<file path="src/verilog/frame_rx_settings.svh">
`ifndef FRAME_RX_SETTINGS_SVH
`define FRAME_RX_SETTINGS_SVH

// bytes per frame, sync + opcode + 8 payload + seq + sum
`define FRAME_BYTES 12

// two whole frames of buffering
`define FIFO_DEPTH 32

`define SYNC_BYTE 8'hA5

`define BYTE_W 8

`endif

</file>
<file path="src/verilog/frame_types_pkg.sv">
`default_nettype none
`include "frame_rx_settings.svh"

package frame_types_pkg;

    // byte 0 sits at bits 0:7, the most significant end
    typedef logic [0:`FRAME_BYTES*`BYTE_W-1] frame_t;

    typedef enum logic [7:0] {
        op_write = 8'h01,
        op_read  = 8'h02,
        op_ping  = 8'h03
    } opcode_e;

    typedef enum logic [1:0] {
        st_ok,
        st_bad_sync,
        st_bad_sum,
        st_bad_op
    } frame_status_e;

    typedef struct packed {
        frame_status_e status;
        logic [7:0]    opcode;     // raw byte, may be unknown
        logic [7:0]    seq;
        logic [63:0]   payload;
    } frame_result_t;

endpackage

`default_nettype wire

</file>
<file path="src/verilog/link_ctrl_pkg.sv">
`default_nettype none

package link_ctrl_pkg;

    typedef enum logic [1:0] {
        idle,
        prime,
        work,
        last
    } read_state_e;

    typedef enum logic [2:0] {
        wait_fill,
        reading,
        check,
        offer,
        retire
    } dec_state_e;

    typedef struct packed {
        logic       req;
        logic [7:0] data;
    } byte_link_t;

endpackage

`default_nettype wire

</file>
<file path="src/verilog/byte_ingress.sv">
`timescale 1ns/1ps
`default_nettype none

module byte_ingress (
    input  logic                      clk,
    input  logic                      rst,
    input  link_ctrl_pkg::byte_link_t byte_in,
    output logic                      ack,
    input  logic                      full,
    output logic                      push,
    output logic [7:0]                push_data
);

    logic req_wait;     // byte taken, waiting for req to drop

    // one push per req, held off while the fifo is full
    assign push      = byte_in.req && !ack && !full;
    assign push_data = byte_in.data;
    assign req_wait  = ack && byte_in.req;

    always_ff @(posedge clk or posedge rst) begin
        if (rst) begin
            ack <= 1'b0;
        end else if (push) begin
            ack <= 1'b1;
        end else if (!req_wait) begin
            ack <= 1'b0;    // sender has released req
        end
    end

endmodule

`default_nettype wire

</file>
<file path="src/verilog/byte_fifo.sv">
`timescale 1ns/1ps
`default_nettype none
`include "frame_rx_settings.svh"

module byte_fifo (
    input  logic                          clk,
    input  logic                          rst,
    input  logic                          push,
    input  logic [`BYTE_W-1:0]            push_data,
    input  logic                          pop,
    output logic [`BYTE_W-1:0]            rd_data,
    output logic                          full,
    output logic [$clog2(`FIFO_DEPTH):0]  fill
);

    localparam int AW = $clog2(`FIFO_DEPTH);

    logic [`BYTE_W-1:0] mem [`FIFO_DEPTH];
    logic [AW-1:0]      wr_ptr;
    logic [AW-1:0]      rd_ptr;
    logic               do_push;
    logic               do_pop;

    assign full    = (fill == (AW+1)'(`FIFO_DEPTH));
    assign do_push = push && !full;
    assign do_pop  = pop && (fill != '0);

    always_ff @(posedge clk or posedge rst) begin
        if (rst) begin
            wr_ptr <= '0;
            rd_ptr <= '0;
            fill   <= '0;
        end else begin
            if (do_push) begin
                wr_ptr <= wr_ptr + 1'b1;    // wraps at depth
            end
            if (do_pop) begin
                rd_ptr <= rd_ptr + 1'b1;
            end
            case ({do_push, do_pop})
                2'b10:   fill <= fill + 1'b1;
                2'b01:   fill <= fill - 1'b1;
                default: fill <= fill;      // both or neither
            endcase
        end
    end

    always_ff @(posedge clk) begin
        if (do_push) begin
            mem[wr_ptr] <= push_data;
        end
    end

    // data shows up the cycle after pop
    always_ff @(posedge clk) begin
        if (do_pop) begin
            rd_data <= mem[rd_ptr];
        end
    end

endmodule

`default_nettype wire

</file>
<file path="src/verilog/fifo_read.sv">
`timescale 1ns/1ps
`default_nettype none
`include "frame_rx_settings.svh"

module fifo_read (
    input  logic                    clk,
    input  logic                    rst,
    input  logic                    fs,
    output logic                    fd,
    output logic                    fifo_rxen,
    input  logic [`BYTE_W-1:0]      fifo_rxd,
    output frame_types_pkg::frame_t res
);

    import link_ctrl_pkg::*;

    localparam int CW = $clog2(`FRAME_BYTES);

    read_state_e   state;
    read_state_e   next_state;
    logic [CW-1:0] pop_cnt;
    logic [CW-1:0] wr_idx;
    logic          cap_vld;     // fifo_rxd holds a popped byte

    assign fifo_rxen = (state == work);
    assign fd        = (state == last);

    always_ff @(posedge clk or posedge rst) begin
        if (rst) begin
            state <= idle;
        end else begin
            state <= next_state;
        end
    end

    always_comb begin
        next_state = state;
        case (state)
            idle: begin
                if (fs) begin
                    next_state = prime;
                end
            end
            prime: begin
                next_state = work;
            end
            work: begin
                if (pop_cnt == CW'(`FRAME_BYTES - 1)) begin
                    next_state = last;
                end
            end
            last: begin
                if (!fs) begin
                    next_state = idle;  // handshake closed
                end
            end
            default: begin
                next_state = idle;
            end
        endcase
    end

    always_ff @(posedge clk or posedge rst) begin
        if (rst) begin
            pop_cnt <= '0;
            cap_vld <= 1'b0;
            wr_idx  <= '0;
        end else begin
            pop_cnt <= (state == work) ? pop_cnt + 1'b1 : '0;
            cap_vld <= fifo_rxen;
            if (state == prime) begin
                wr_idx <= '0;
            end else if (cap_vld) begin
                wr_idx <= wr_idx + 1'b1;
            end
        end
    end

    // bytes land in arrival order, first one at the top
    always_ff @(posedge clk) begin
        if (cap_vld) begin
            res[wr_idx*`BYTE_W +: `BYTE_W] <= fifo_rxd;
        end
    end

endmodule

`default_nettype wire

</file>
<file path="src/verilog/frame_decoder.sv">
`timescale 1ns/1ps
`default_nettype none
`include "frame_rx_settings.svh"

module frame_decoder (
    input  logic                           clk,
    input  logic                           rst,
    input  logic [$clog2(`FIFO_DEPTH):0]   fill,
    output logic                           fs,
    input  logic                           fd,
    input  frame_types_pkg::frame_t        frame,
    output frame_types_pkg::frame_result_t result,
    output logic                           res_req,
    input  logic                           res_ack
);

    import frame_types_pkg::*;
    import link_ctrl_pkg::*;

    localparam int SEQ_POS = `FRAME_BYTES - 2;
    localparam int SUM_POS = `FRAME_BYTES - 1;

    dec_state_e         state;
    dec_state_e         next_state;
    logic [`BYTE_W-1:0] sum;
    logic [`BYTE_W-1:0] op_byte;
    frame_status_e      status;

    assign fs      = (state == reading);
    assign res_req = (state == offer);
    assign op_byte = frame[`BYTE_W +: `BYTE_W];

    always_comb begin
        sum = '0;
        for (int i = 0; i < SUM_POS; i++) begin
            sum ^= frame[i*`BYTE_W +: `BYTE_W];
        end
    end

    // sync wins over checksum, checksum over opcode
    always_comb begin
        if (frame[0 +: `BYTE_W] != `SYNC_BYTE) begin
            status = st_bad_sync;
        end else if (sum != frame[SUM_POS*`BYTE_W +: `BYTE_W]) begin
            status = st_bad_sum;
        end else begin
            case (op_byte)
                op_write, op_read, op_ping: status = st_ok;
                default:                    status = st_bad_op;
            endcase
        end
    end

    always_ff @(posedge clk or posedge rst) begin
        if (rst) begin
            state <= wait_fill;
        end else begin
            state <= next_state;
        end
    end

    always_comb begin
        next_state = state;
        case (state)
            wait_fill: if (fill >= `FRAME_BYTES) next_state = reading;
            reading:   if (fd) next_state = check;
            check:     next_state = offer;
            offer:     if (res_ack) next_state = retire;
            retire:    if (!res_ack) next_state = wait_fill;
            default:   next_state = wait_fill;
        endcase
    end

    // held from here until res_ack falls
    always_ff @(posedge clk) begin
        if (state == check) begin
            result.status  <= status;
            result.opcode  <= op_byte;
            result.seq     <= frame[SEQ_POS*`BYTE_W +: `BYTE_W];
            result.payload <= frame[2*`BYTE_W +: 64];
        end
    end

endmodule

`default_nettype wire

</file>
<file path="src/verilog/frame_rx_top.sv">
`timescale 1ns/1ps
`default_nettype none
`include "frame_rx_settings.svh"

module frame_rx_top (
    input  logic                           clk,
    input  logic                           rst,
    input  link_ctrl_pkg::byte_link_t      byte_in,
    output logic                           ack,
    output frame_types_pkg::frame_result_t result,
    output logic                           res_req,
    input  logic                           res_ack
);

    import frame_types_pkg::*;

    logic                          push;
    logic [`BYTE_W-1:0]            push_data;
    logic                          full;
    logic [$clog2(`FIFO_DEPTH):0]  fill;
    logic                          fifo_rxen;
    logic [`BYTE_W-1:0]            fifo_rxd;
    logic                          fs;
    logic                          fd;
    frame_t                        frame;

    byte_ingress i_byte_ingress (
        .clk       (clk),
        .rst       (rst),
        .byte_in   (byte_in),
        .ack       (ack),
        .full      (full),
        .push      (push),
        .push_data (push_data)
    );

    byte_fifo i_byte_fifo (
        .clk       (clk),
        .rst       (rst),
        .push      (push),
        .push_data (push_data),
        .pop       (fifo_rxen),
        .rd_data   (fifo_rxd),
        .full      (full),
        .fill      (fill)
    );

    fifo_read i_fifo_read (
        .clk       (clk),
        .rst       (rst),
        .fs        (fs),
        .fd        (fd),
        .fifo_rxen (fifo_rxen),
        .fifo_rxd  (fifo_rxd),
        .res       (frame)
    );

    frame_decoder i_frame_decoder (
        .clk       (clk),
        .rst       (rst),
        .fill      (fill),
        .fs        (fs),
        .fd        (fd),
        .frame     (frame),
        .result    (result),
        .res_req   (res_req),
        .res_ack   (res_ack)
    );

endmodule

`default_nettype wire

</file>
<file path="config.mk">
export PLATFORM = sky130hd
export DESIGN_NAME = frame_rx_top
export DESIGN_NICKNAME = d
export VERILOG_FILES = /design/src/verilog/frame_types_pkg.sv /design/src/verilog/link_ctrl_pkg.sv /design/src/verilog/byte_ingress.sv /design/src/verilog/byte_fifo.sv /design/src/verilog/fifo_read.sv /design/src/verilog/frame_decoder.sv /design/src/verilog/frame_rx_top.sv
export VERILOG_INCLUDE_DIRS = /design/src /design/src/verilog
export SDC_FILE = /design/constraint.sdc
export NUM_CORES = 1
export LEC_CHECK = 0
export ABC_AREA = 1
export BUFFER_PORTS_ARGS = -buffer_cell sky130_fd_sc_hd__buf_2
export CAP_MARGIN = 20
export CORE_MARGIN = 2
export CORE_UTILIZATION = 38
export DETAILED_ROUTE_END_ITERATION = 8
export GPL_ROUTABILITY_DRIVEN = 0
export MAX_ROUTING_LAYER = met4
export SYNTH_ARGS = -nofsm -noshare
export SYNTH_HDL_FRONTEND = slang
export SYNTH_SLANG_ARGS = --single-unit
export TNS_END_PERCENT = 50
</file>
<file path="constraint.sdc">
create_clock -name clk -period 10.9 [get_ports clk]
set_input_delay 2.18 -clock clk [delete_from_list [all_inputs] [get_ports clk]]
set_output_delay 2.18 -clock clk [all_outputs]
set_load 0.01 [all_outputs]
</file>
==> run_results.csv <==
group,metric,value,unit
clock_network,cts-root-buf,"clkbuf_16",
critical_path,crit_type,"reg -> reg",
final_layout,diodes,0,
timing,fin_skew,29.29,ps
timing,tightest_slew,1060,ps
clock_network,htree_levels,2,
synth,yosysUniqueCellTypes,37,
synth,syn_area,19700,µm²
pwr,p_leak,8.130,nW
die,io_pins,96,
pwr,p_sw,1.939,mW
routing,dr.pass1.iters,7,
timing,slew_violations,0,
pwr,irDropWorstVdd,0.1577,mV
final_layout,regArea,14050,µm²
pwr,pwr-share-comb,26.3,%
hold_path,holdCritStartpoint,"i_fifo_read.pop_cnt[0]$_DFF_PP0_",
routing,drt-initial-drc-count,1052,
status,status,"finished, final reports clean",
critical_path,critPathMaxStageDelay,850,ps
die,core.rowCount,83,
clock_network,insertion_delay,600,ps
pwr,clockPowerShare,30.6,%
final_layout,multi_input_area,4837,µm²
critical_path,crit_required,11230,ps
synth,synth-seq-cells,473,
pwr,power.density,250.6,nW/µm²
clock_network,hold_buffers,0,
timing,hold_viol_final,0,
hold_path,hold_path.class,"reg -> reg",
critical_path,r2r_start,"i_byte_fifo.rd_ptr[0]$_DFFE_PP0P_",
pwr,seqPwrFrac,43.2,%
die,dieHeight,231.7,µm
placed_design,dp_hpwl,31.49,mm
final_layout,area_growth,14.02,%
routing,via_count,12650,
pwr,internal_power,3.690,mW
global_route,grt.met2_usage,30.41,%
global_route,grt.busiest_layer,"met2",
clock_network,cts_buffer_depth,3,
clock_network,cts_resized,0,
critical_path,worstPathArrival,4020,ps
routing,ant_nets,0,
die,initial_core_util,38.40,%
routing,drc_errors,0,
critical_path,r2r_cells,8,
synth,syn_area_per_cell,12.02,µm²
die,core,51300,µm²
final_layout,drive_gt1_share,11.22,%
pwr,finalPower,5.629,mW
final_layout,finalCoreUtilization,43.79,%
timing,period_minus_slack,3692,ps
timing,max_freq,270.9,MHz
final_layout,fin_nets,1758,
global_route,grt_pass1_vias,12560,
die,die_area,53680,µm²
routing,wl,47.82,mm
routing,drt-wirelength-per-cell,19.56,µm
global_route,grt_max_degree,76,
critical_path,cpMaxStageDelayCell,"clkinv_2",
critical_path,cp-end-kind,"flop",
critical_path,path_cells,"clkinv_2, buf_4, o21ai_0, o221ai_1, o211ai_1, nand3_1, o21ai_1, inv_1",
clock_network,clock-sinks,473,
timing,period_share,33.87,%
critical_path,rr_endpoint,"i_byte_fifo.rd_data[2]$_DFFE_PP_",
routing,via_per_inst,5.175,
timing,slew_headroom,29.20,%
hold_path,min_to,"i_fifo_read.pop_cnt[0]$_DFF_PP0_",
placed_design,placement.io_buffers,95,
synth,syn_nets,1673,
global_route,grt.overflow.total,0,
global_route,track_usage,18.42,%
synth,yosysSeqAreaShare,71.31,%
global_route,antenna_found_initial,0,
flow_run,max_cap_violations,0,
critical_path,setup.worst_path.start_class,"flop",
synth,syn_inst,1639,
critical_path,critPathMaxFanout,65,
synth,yosys_warnings,0,
clock_network,clk_pin_slew_worst_paths,60,ps
clock_network,cts_tree,"yes",
critical_path,r2r_setup_slack,7210,ps
timing,setup_viol,0,
timing,finalSetupTns,0,ps
placed_design,dp_slack,6762,ps
hold_path,hold_path_depth,1,
timing,hold_slack,454.3,ps
clock_network,cts_made_buffers,50,
timing,grt_setup_unrepaired,"no",
timing,worst_slack,7208,ps
pwr,p_sw_share,34.44,%
die,die_w,231.7,µm
global_route,grt_pass1_wl,72.77,mm
final_layout,nFillCells,4752,
clock_network,postCtsSetupRepairBufs,0,
global_route,gr-usage-met3,2.714,%
global_route,use_met1,22.60,%
==> power by group through the flow <==
stage	registers, mW	logic, mW	clock network, mW
2_1_floorplan	2.40	1.04	0
6_report	2.43	1.48	1.72
3_5_place_dp	2.47	1.47	0
4_1_cts	2.43	1.48	1.75
5_1_grt	2.46	1.64	1.83
3_3_place_gp	2.46	1.45	0
==> how the worst max path moves through the flow <==
stage	startpoint	end	cells after the start
2_1_floorplan	i_frame_decoder.state[2]$_DFFE_PP0P_	i_frame_decoder.result[0]$_DFFE_PN_	3
3_3_place_gp	byte_in[8]	i_byte_fifo.fill[5]$_DFFE_PP0P_	12
3_5_place_dp	byte_in[8]	i_byte_fifo.mem[4][5]$_DFFE_PP_	5
4_1_cts	i_frame_decoder.state[1]$_DFFE_PP0P_	res_req	3
5_1_grt	i_byte_fifo.rd_ptr[0]$_DFFE_PP0P_	i_byte_fifo.rd_data[3]$_DFFE_PP_	8
6_report	i_byte_fifo.rd_ptr[0]$_DFFE_PP0P_	i_byte_fifo.rd_data[2]$_DFFE_PP_	8
==> synth_stat cells <==
master / count / area [µm²]
nand3_2: 1 / 10.01
a21oi_1: 8 / 40.04
nor3_1: 37 / 185.2
nor4_1: 13 / 81.33
dfrtp_1: 31 / 775.7
or2_2: 3 / 18.77
o21ai_0: 91 / 455.4
buf_2: 18 / 90.09
fa_1: 1 / 20.02
clkbuf_1: 42 / 157.7
o2111ai_1: 1 / 8.760
ha_1: 21 / 262.8
o211ai_1: 8 / 60.06
nand2_1: 235 / 882.1
nor2_1: 251 / 942.2
nand2b_1: 3 / 18.77
o21ai_1: 59 / 295.3
xnor2_1: 26 / 227.7
or2_1: 1 / 6.260
xor2_1: 24 / 210.2
inv_1: 121 / 454.2
nand3b_1: 5 / 37.54
nor3b_1: 1 / 7.510
o22ai_1: 40 / 250.2
nand2_4: 1 / 11.26
o211ai_2: 1 / 12.51
o221ai_1: 25 / 219.0
buf_6: 5 / 56.30
nor2_2: 3 / 18.77
buf_1: 6 / 22.52
inv_2: 8 / 30.03
clkinv_1: 3 / 11.26
a31oi_1: 2 / 12.51
nand3_1: 83 / 415.4
nand4_1: 18 / 112.6
edfxtp_1: 442 / 13270
a211oi_1: 1 / 7.510
==> critical path, delay by kind of cell (launching register included) <==
kind / cells / cell delay (ps)
buffers and inverters: 3 / 1540
AO/OA/AOI/OAI: 4 / 890
flip-flops: 1 / 780
AND/OR/NAND/NOR: 1 / 140
==> sequential cells by signal, summed over array words and instances (netlist names) <==
register                flops
i_fifo_read.state           2
i_fifo_read.pop_cnt         4
i_frame_decoder.result     82
i_byte_fifo.rd_ptr          5
i_frame_decoder.state       3
i_byte_fifo.rd_data         8
i_fifo_read.wr_idx          4
i_fifo_read.cap_vld         1
i_byte_fifo.fill            6
i_byte_fifo.wr_ptr          5
i_byte_ingress.ack          1
i_fifo_read.res            96
i_byte_fifo.mem           256
==> cell families after synthesis <==
group                    synth area share [%]
flip-flops                              71.31
buffers and inverters                   4.173
AO/OA/AOI/OAI                           6.910
AND/OR/NAND/NOR                         13.95
XOR/XNOR                                2.223
adder cells (fa/ha/maj)                 1.435
==> placed cells by master (no fill, tap or decap), types with 37 or more instances in the layout <==
cell         n
nand3_1     83
clkbuf_16   51
inv_1      121
buf_2       95
nand2_1    235
nor2_1     250
o21ai_0     91
nor3_1      37
o21ai_1     59
o22ai_1     40
edfxtp_1   442
==> layout make-up <==
type,instances,area share (%)
Timing Repair Buffer,104,2.417
Sequential cell,473,62.56
Tap cell,680,3.788
Clock inverter,27,1.248
Inverter,132,2.211
Multi-Input combinational cell,963,21.53
Clock buffer,66,6.244
==> metal layers <==
layer / routed length, µm / up-vias
met3: 2608 / 99
met5: 0 / -
met2: 23620 / 410
li1: - / 5964
met1: 19840 / 6180
met4: 1749 / 0
==> stage by stage <==
stage               instance area, µm²  instances
CTS                              22460       2445
global placement                 20780       2352
global route                     22460       2445
floorplan                        19700       1639
finish                           22460       2445
detailed placement               20780       2352
(Power assumes the default switching activity.)
